===== config.mk =====
export PLATFORM = sky130hd
export DESIGN_NAME = dq_group_phy
export DESIGN_NICKNAME = d
export VERILOG_FILES = /design/src/design/ddr_phy_pkg.sv /design/src/design/dq_lane_if.sv /design/src/design/dq_group_phy.sv /design/src/design/dq_lane.sv /design/src/design/dq_write_stager.sv /design/src/design/rd_hr_packer.sv
export SDC_FILE = /design/constraint.sdc
export NUM_CORES = 1
export LEC_CHECK = 0
export BUFFER_PORTS_ARGS = -buffer_cell sky130_fd_sc_hd__buf_4
export CAP_MARGIN = 40
export CELL_PAD_IN_SITES_DETAIL_PLACEMENT = 0
export CELL_PAD_IN_SITES_GLOBAL_PLACEMENT = 1
export CORE_AREA = 2 2 108 110
export DETAILED_ROUTE_END_ITERATION = 7
export DIE_AREA = 0 0 110 112
export PLACE_DENSITY_LB_ADDON = 0.1
export RECOVER_POWER = 25
export SLEW_MARGIN = 20
export SYNTH_ARGS = -nofsm -noshare
export SYNTH_HDL_FRONTEND = slang
export SYNTH_SLANG_ARGS = --single-unit

===== constraint.sdc =====
create_clock -name pll_mem_clk -period 4.4 [get_ports pll_mem_clk]
set_input_delay 0.66 -clock pll_mem_clk [delete_from_list [all_inputs] [get_ports pll_mem_clk]]
set_output_delay 0.66 -clock pll_mem_clk [all_outputs]
set_load 0.005 [all_outputs]

===== src/design/ddr_phy_pkg.sv =====
package ddr_phy_pkg;

    // ############################
    // Group geometry
    // ############################
    localparam int PIN_WIDTH     = 8;                      // DQ pins per byte group
    localparam int HR_BEATS      = 4;                      // Beats per half-rate word
    localparam int FR_BEATS      = 2;                      // Beats per full-rate cycle

    localparam int HR_WIDTH      = PIN_WIDTH * HR_BEATS;   // Half-rate data word
    localparam int RD_PAIR_WIDTH = PIN_WIDTH * FR_BEATS;   // One captured lo/hi pair
    localparam int OE_WIDTH      = PIN_WIDTH * FR_BEATS;   // One enable bit per pin per cycle

    // Write word as the user delivers it, or split into beat slices
    // t0 sits in the lowest PIN_WIDTH bits, t3 in the highest
    typedef union packed {
        logic [HR_WIDTH-1:0] flat;
        struct packed {
            logic [PIN_WIDTH-1:0] t3;
            logic [PIN_WIDTH-1:0] t2;
            logic [PIN_WIDTH-1:0] t1;
            logic [PIN_WIDTH-1:0] t0;
        } beats;
    } hr_word_u;

endpackage


===== src/design/dq_lane_if.sv =====
`timescale 1ns/1ps

interface dq_lane_if
    import ddr_phy_pkg::*;
();

    // Write side, held by the stager for two full-rate cycles
    hr_word_u               wr_word;     // Current half-rate word
    logic [OE_WIDTH-1:0]    wr_oe_word;  // Per-pin enables, low byte is first cycle
    logic                   wr_active;   // A held word is being sent
    logic                   wr_first;    // First of the two full-rate cycles

    // Read side, one bit per lane
    logic [PIN_WIDTH-1:0]   rd_lo;
    logic [PIN_WIDTH-1:0]   rd_hi;

    modport stager (
        output wr_word,
        output wr_oe_word,
        output wr_active,
        output wr_first
    );

    modport lane (
        input  wr_word,
        input  wr_oe_word,
        input  wr_active,
        input  wr_first,
        output rd_lo,
        output rd_hi
    );

    modport packer (
        input  rd_lo,
        input  rd_hi
    );

endinterface


===== src/design/dq_group_phy.sv =====
`timescale 1ns/1ps

module dq_group_phy
    import ddr_phy_pkg::*;
(
    input  logic                 pll_mem_clk,
    input  logic                 rst_n,

    // User write side
    input  logic                 wr_valid,
    output logic                 wr_ready,
    input  logic [HR_WIDTH-1:0]  wr_data,
    input  logic [OE_WIDTH-1:0]  wr_oe,
    input  logic [1:0]           wr_strobe_ena,

    // Pad side
    output logic [PIN_WIDTH-1:0] dq_out_lo,
    output logic [PIN_WIDTH-1:0] dq_out_hi,
    output logic [PIN_WIDTH-1:0] dq_oe,
    output logic                 dqs_oe,

    // Read side
    input  logic [PIN_WIDTH-1:0] rd_pair_lo,
    input  logic [PIN_WIDTH-1:0] rd_pair_hi,
    input  logic                 rd_valid,
    output logic [HR_WIDTH-1:0]  rdata,
    output logic                 rdata_valid
);

    dq_lane_if bus ();

    // ############################
    // Write staging and DQS enable
    // ############################
    dq_write_stager i_stager (
        .pll_mem_clk   (pll_mem_clk),
        .rst_n         (rst_n),
        .wr_valid      (wr_valid),
        .wr_ready      (wr_ready),
        .wr_data       (wr_data),
        .wr_oe         (wr_oe),
        .wr_strobe_ena (wr_strobe_ena),
        .dqs_oe        (dqs_oe),
        .bus           (bus.stager)
    );

    // ############################
    // One lane per DQ pin
    // ############################
    for (genvar i = 0; i < PIN_WIDTH; i++)
    begin : gen_lane
        dq_lane #(
            .LANE (i)
        ) i_lane (
            .pll_mem_clk (pll_mem_clk),
            .rst_n       (rst_n),
            .bus         (bus.lane),
            .rd_pair_lo  (rd_pair_lo[i]),
            .rd_pair_hi  (rd_pair_hi[i]),
            .dq_out_lo   (dq_out_lo[i]),
            .dq_out_hi   (dq_out_hi[i]),
            .dq_oe       (dq_oe[i])
        );
    end

    // Full-rate to half-rate read packing
    rd_hr_packer i_packer (
        .pll_mem_clk (pll_mem_clk),
        .rst_n       (rst_n),
        .rd_valid    (rd_valid),
        .bus         (bus.packer),
        .rdata       (rdata),
        .rdata_valid (rdata_valid)
    );

endmodule


===== src/design/dq_lane.sv =====
`timescale 1ns/1ps

module dq_lane
    import ddr_phy_pkg::*;
#(
    parameter int LANE = 0                   // Pin index within the group
)
(
    input  logic      pll_mem_clk,
    input  logic      rst_n,
    dq_lane_if.lane   bus,
    input  logic      rd_pair_lo,
    input  logic      rd_pair_hi,
    output logic      dq_out_lo,
    output logic      dq_out_hi,
    output logic      dq_oe
);

    logic sel_lo;
    logic sel_hi;
    logic sel_oe;
    logic rd_lo_q;
    logic rd_hi_q;

    // t0/t1 in the first cycle, t2/t3 in the second
    assign sel_lo = bus.wr_first ? bus.wr_word.beats.t0[LANE] : bus.wr_word.beats.t2[LANE];
    assign sel_hi = bus.wr_first ? bus.wr_word.beats.t1[LANE] : bus.wr_word.beats.t3[LANE];
    assign sel_oe = bus.wr_first ? bus.wr_oe_word[LANE] : bus.wr_oe_word[LANE + PIN_WIDTH];

    always_ff @(posedge pll_mem_clk or negedge rst_n)
    begin
        if (!rst_n)
            dq_oe <= 1'b0;
        else
            dq_oe <= bus.wr_active && sel_oe;
    end

    // Pad data, held at zero while the stager is idle
    always_ff @(posedge pll_mem_clk)
    begin
        dq_out_lo <= bus.wr_active && sel_lo;
        dq_out_hi <= bus.wr_active && sel_hi;
    end

    // Read capture
    always_ff @(posedge pll_mem_clk)
    begin
        rd_lo_q <= rd_pair_lo;
        rd_hi_q <= rd_pair_hi;
    end

    assign bus.rd_lo[LANE] = rd_lo_q;
    assign bus.rd_hi[LANE] = rd_hi_q;

endmodule


===== src/design/dq_write_stager.sv =====
`timescale 1ns/1ps

module dq_write_stager
    import ddr_phy_pkg::*;
(
    input  logic                pll_mem_clk,
    input  logic                rst_n,
    input  logic                wr_valid,
    output logic                wr_ready,
    input  logic [HR_WIDTH-1:0] wr_data,
    input  logic [OE_WIDTH-1:0] wr_oe,
    input  logic [1:0]          wr_strobe_ena,
    output logic                dqs_oe,
    dq_lane_if.stager           bus
);

    logic       run;         // Set at the first edge out of reset
    logic       accept;
    logic [1:0] strobe_q;    // Strobe enable held with the word
    logic       strobe_sel;
    logic       strobe_fr;   // Serialized strobe enable, same cycle as DQ pads

    // Free when idle, or in the last cycle of the held word
    assign wr_ready = run && (!bus.wr_active || !bus.wr_first);
    assign accept   = wr_valid && wr_ready;

    // ############################
    // Beat-pair select and hold state
    // ############################
    always_ff @(posedge pll_mem_clk or negedge rst_n)
    begin
        if (!rst_n)
        begin
            run           <= 1'b0;
            bus.wr_active <= 1'b0;
            bus.wr_first  <= 1'b0;
        end
        else
        begin
            run <= 1'b1;
            if (accept)
            begin
                bus.wr_active <= 1'b1;
                bus.wr_first  <= 1'b1;          // Restart select on every new word
            end
            else
            begin
                bus.wr_first <= ~bus.wr_first;
                if (!bus.wr_first)
                    bus.wr_active <= 1'b0;      // Second cycle done, nothing queued
            end
        end
    end

    // Word payload
    always_ff @(posedge pll_mem_clk)
    begin
        if (accept)
        begin
            bus.wr_word.flat <= wr_data;
            bus.wr_oe_word   <= wr_oe;
            strobe_q         <= wr_strobe_ena;
        end
    end

    // ############################
    // DQS output enable
    // ############################
    assign strobe_sel = bus.wr_first ? strobe_q[0] : strobe_q[1];

    always_ff @(posedge pll_mem_clk or negedge rst_n)
    begin
        if (!rst_n)
        begin
            strobe_fr <= 1'b0;
            dqs_oe    <= 1'b0;
        end
        else
        begin
            strobe_fr <= bus.wr_active && strobe_sel;
            dqs_oe    <= strobe_fr;                // One cycle behind the DQ beats
        end
    end

endmodule


===== src/design/rd_hr_packer.sv =====
`timescale 1ns/1ps

module rd_hr_packer
    import ddr_phy_pkg::*;
(
    input  logic                pll_mem_clk,
    input  logic                rst_n,
    input  logic                rd_valid,
    dq_lane_if.packer           bus,
    output logic [HR_WIDTH-1:0] rdata,
    output logic                rdata_valid
);

    logic                     rd_valid_d;   // Aligned with lane capture
    logic                     half;         // First pair stored, waiting for second
    logic [RD_PAIR_WIDTH-1:0] first_pair;
    logic [RD_PAIR_WIDTH-1:0] pair;

    assign pair = {bus.rd_hi, bus.rd_lo};   // lo below hi

    // ############################
    // Pairing control
    // ############################
    always_ff @(posedge pll_mem_clk or negedge rst_n)
    begin
        if (!rst_n)
        begin
            rd_valid_d  <= 1'b0;
            half        <= 1'b0;
            rdata_valid <= 1'b0;
        end
        else
        begin
            rd_valid_d  <= rd_valid;
            rdata_valid <= rd_valid_d && half;
            if (rd_valid_d)
                half <= ~half;
        end
    end

    // Earlier pair goes to the lower half of the word
    always_ff @(posedge pll_mem_clk)
    begin
        if (rd_valid_d && !half)
            first_pair <= pair;
        if (rd_valid_d && half)
            rdata <= {pair, first_pair};
    end

endmodule


---- Word level (Yosys, flattened, before mapping) ----
Index checks and enable logic that the tools add are counted.
word-level totals
  bits in registers ....................... 146
  bits of input ports ..................... 70
  output and inout bits ................... 59
  logic and storage cells ................. 117
cells by class
  equality and inequality tests ........... 1
  muxes and demuxes ....................... 28
  bitwise gates (word level) .............. 2
  reductions and logical operators ........ 33
operators with widths
  cell                  number
  $logic_and A1 B1 Y1   29
  $mux W1               28
  $logic_not A1 Y1      3
  $ne A2 B2 Y1 const B  1
  $not A1 Y1            2
  $logic_or A1 B1 Y1    1

---- Depth between registers and ports, before layout ----
  word-level depth ........................ 5
  gate-level depth with buffers ........... 4
  depth with buffers taken out ............ 2

---- Least setup slack after synthesis ----
OpenSTA, ideal clock, no wires.
  path type ............................... in2reg
  from .................................... input wr_valid
  to ...................................... register i_stager.bus.wr_oe_word[0], enable pin
  setup time .............................. 0.474 ns
  data arrival time ....................... 3.182 ns
  required time ........................... 3.926 ns
  slack ................................... 0.744 ns
  stages .................................. 2
  buffers on the path ..................... 0
  cells stage by stage .................... nand2_1 > a21oi_1
between the ends
  longest elaborated chain between the ends .. 1
ends and longest elaborated chain
  what                       RTL line               source
  from (decl)                dq_group_phy.sv:10     input logic wr_valid,
  $logic_and A1 B1 Y1        dq_write_stager.sv:25  assign accept = wr_valid && wr_ready;
  named net i_stager.accept  dq_write_stager.sv:18  logic accept;
  to (signal assigned)       dq_write_stager.sv:61  bus.wr_oe_word <= wr_oe;
  to (decl)                  dq_lane_if.sv:19       output wr_oe_word,
The timed path passes the listed nets, and every way through them passes these cells.
A chain may end at the register's enable or synchronous reset.

---- Worst setup path after layout ----
  from .................................... register i_stager.bus.wr_first
  to ...................................... output wr_ready
between the ends
  longest elaborated chain between the ends .. 3
ends and longest elaborated chain
  what                    RTL line               source
  from (decl)             dq_lane_if.sv:21       output wr_first
  from (signal assigned)  dq_write_stager.sv:48  bus.wr_first <= ~bus.wr_first;
  $logic_not A1 Y1        dq_write_stager.sv:24  assign wr_ready = run && (!bus.wr_active || !bus.wr_first);
  $logic_or A1 B1 Y1      dq_write_stager.sv:24
  $logic_and A1 B1 Y1     dq_write_stager.sv:24
  to (decl)               dq_group_phy.sv:11     output logic wr_ready,
No other way between the ends.

==> key figures <==
Die
  – CORE AREA: 0.0112 mm²
  – Die Ht: 112 µm
  – IO Pins: 129
  – Die area: 0.0123 mm²
  – Row Count: 39
  – Chip width: 110 µm
  – Initial Utilization: 41.9%

Placement
  – Dpl cells: 480
  – HPWL Detailed: 4.56 mm
  – Input/output buffers: 128
  – Gp weighted congestion: 0.697

Finish
  – Finished Layout Cells: 513
  – Area grow syn2layout: 32.4%
  – Commonest non-fill, non-tap cells in the layout: buf_4, edfxtp_1, dfxtp_1
  – Ant diodes: 0
  – Most common cell after layout, fill and taps aside: buf_4
  – Final Net Count: 427
  – Layout cells sized above 1: 43.0%
  – Filler cell count: 899

Clock tree
  – H-tree Lvls: 4
  – CTS root buf: clkbuf_16
  – # Post-CTS Setup Buffers: 0
  – CTS tree: yes
  – Clk slew on worst S/H paths: 50 ps
  – Clk_lat worst skew: 400 ps
  – Hold_buf cts: 0
  – TritonCTS Buffers: 17
  – Clock Tree Buf Depth: 2
  – PostCTS Resize Cnt: 0
  – Sink Count: 146

Global routing
  – Total grt overflow: 0
  – Antenna violations before repair: 0
  – GR Util All Layers: 12.3%
  – Vias in the first global route: 2112
  – Largest net degree at the start of global routing: 33
  – First-pass GRT wire length: 10.6 mm

Yosys
  – Synth Area in Adders: 0%
  – Syn Inst Count: 236
  – Top cells by area, synth: edfxtp_1, dfxtp_1, dfrtp_1
  – Post-synthesis sequential area ratio: 85.0%
  – Synth Area in Compound Gates: 0.214%
  – Syn avg cell area: 19.9 µm²
  – Synth Area in XOR/XNOR: 0.187%
  – Post-synthesis mux area share: 5.34%
  – Synth area leader: edfxtp_1
  – Synthesized cell area: 0.00469 mm²
  – #FFs+latches synth: 146
  – Syn_nets: 306
  – Ys Warns: 0
  – Top-area cell type share of the netlist area: 62.8%
  – Post-synthesis simple-gate area fraction: 3.98%
  – Main combinational cell family by area after synthesis: multiplexers
  – Synth unique cells: 16

STA
  – Fmax: 0.411 GHz
  – Fin crit share: 55.4%
  – Period minus WS final: 2440 ps
  – Worst Max-Slew Pin Slew: 971 ps
  – Slew headroom: 35.3%
  – RSZ-0062 raised after global routing: no
  – Clock Skews: 6.65 ps
  – Hold Slack: 345 ps
  – Final Max Tran Viols: 0
  – Fin Setup TNS: 0 ps
  – Fin. Hold Viols: 0
  – Final setup fails: 0

Power and ir drop
  – Sw frac: 21.1%
  – Cell Pwr Density: 570 mW/mm²
  – Clock Power Share: 38.9%
  – Flop pwr share: 50.0%
  – Internal power: 2.79 mW
  – Worst vdd rail ir drop: 0.273 mV
  – Switching power: 746 µW
  – Leak: 2.54 nW
  – Comb pwr share: 11.0%

Routing
  – Vias per cell: 4.26
  – Detailed-route via count: 2183
  – DRC: 0
  – Initial drt markers: 56
  – Post-route ant nets: 0
  – WL per Instance: 13.7 µm
  – Total wire length: 7.04 mm
  – Drt first pass iters: 4

Setup path
  – Worst Path Required: 3740 ps
  – CP endpoint kind: output port
  – Crit Path Class: flop to output port
  – Data arrival, critical path: 1780 ps
  – Startpoint type of the worst setup path: flop
  – Worst-path maximum fanout: 28

Worst hold path
  – Hold Crit Class: flop to flop

Job
  – Max-cap violations: 0

Status
  – Status: complete, no violations
final timing paths:
check,cells after the start,end,slack [ps],from
worst min register to register,0,i_stager.dqs_oe,350,i_stager.strobe_fr
worst max register to register,2,i_stager.bus.wr_word[14],2180,i_stager.bus.wr_first
worst min-delay path,0,i_stager.dqs_oe,350,i_stager.strobe_fr
worst max-delay path,3,wr_ready,1960,i_stager.bus.wr_first
min in group asynchronous,1,gen_lane[4].i_lane.dq_oe,390,rst_n
max in group asynchronous,1,i_stager.bus.wr_first,3350,rst_n
through the flow:
step / cell area (µm²) / worst slack [ps] / util (%) / total power [mW]
after global routing: 6210 / 1860 / 55.5 / 3.72
after CTS: 6200 / 1910 / 55.4 / 3.59
after global placement: 5620 / 2170 / 50.3 / 2.19
after detailed placement: 5620 / 2130 / 50.3 / 2.20
after floorplan: 4690 / 744 / - / 2.02
final: 6210 / 1960 / 55.5 / 3.54
cells by family (layout without fill, tap and decap cells):
family / count (synthesis) / count (layout)
AOI/OAI and AO/OA: 2 / 2
xor gates and xnor gates: 1 / 1
buffers and inverters: 30 / 164
DFF: 146 / 146
muxes: 25 / 25
other: 1 / 1
and+or+nand+nor: 31 / 31
area by class of cell:
cell class / count / area (µm²) / area share [%]
multi-input combinational: 60 / 470 / 7.58
clock buffer: 20 / 437 / 7.03
tap: 143 / 179 / 2.88
sequential: 146 / 3990 / 64.2
timing repair buffer: 132 / 995 / 16.0
clock inverter: 12 / 141 / 2.28
flip-flops by register name, indices dropped and copies added (netlist names), 2 cells and up:
name	count
gen_lane.i_lane.rd_lo_q	8
i_stager.bus.wr_oe_word	16
i_stager.strobe_q	2
i_packer.rdata	32
i_packer.first_pair	16
gen_lane.i_lane.dq_out_hi	8
gen_lane.i_lane.dq_oe	8
gen_lane.i_lane.rd_hi_q	8
i_stager.bus.wr_word	32
gen_lane.i_lane.dq_out_lo	8
power groups by stage:
stage | logic (mW) | clock network, mW | registers [mW]
floorplan | 0.260 | 0 | 1.76
global placement | 0.387 | 0 | 1.81
detailed placement | 0.388 | 0 | 1.81
CTS | 0.389 | 1.42 | 1.79
global route | 0.433 | 1.49 | 1.79
finish | 0.391 | 1.38 | 1.77
per-layer routing:
| layer | part of all wire (%) | track usage [%] | wire length [µm] |
|---|---|---|---|
| met1 | 40 | 14.5 | 2840 |
| met2 | 50 | 19.1 | 3520 |
| met3 | 7.8 | 5.15 | 548 |
| met4 | 1.8 | 6.33 | 128 |
| met5 | 0 | 0 | 0 |
critical path, cell delays in order (launching register included):
cell and delay, ps:
dfrtp_2 900, nand2_1 140, and2_1 210, buf_4 130
synthesized netlist by cell type (all sizes together):
| cell | instances |
|---|---|
| dfxtp | 32 |
| edfxtp | 98 |
| nand2 | 3 |
| buf | 27 |
| o21ai | 1 |
| a21oi | 1 |
| dfrtp | 16 |
| mux2i | 25 |
| conb | 1 |
| nor2b | 26 |
| and2 | 2 |
| xor2 | 1 |
| clkbuf | 3 |
(Power assumes the default switching activity.)
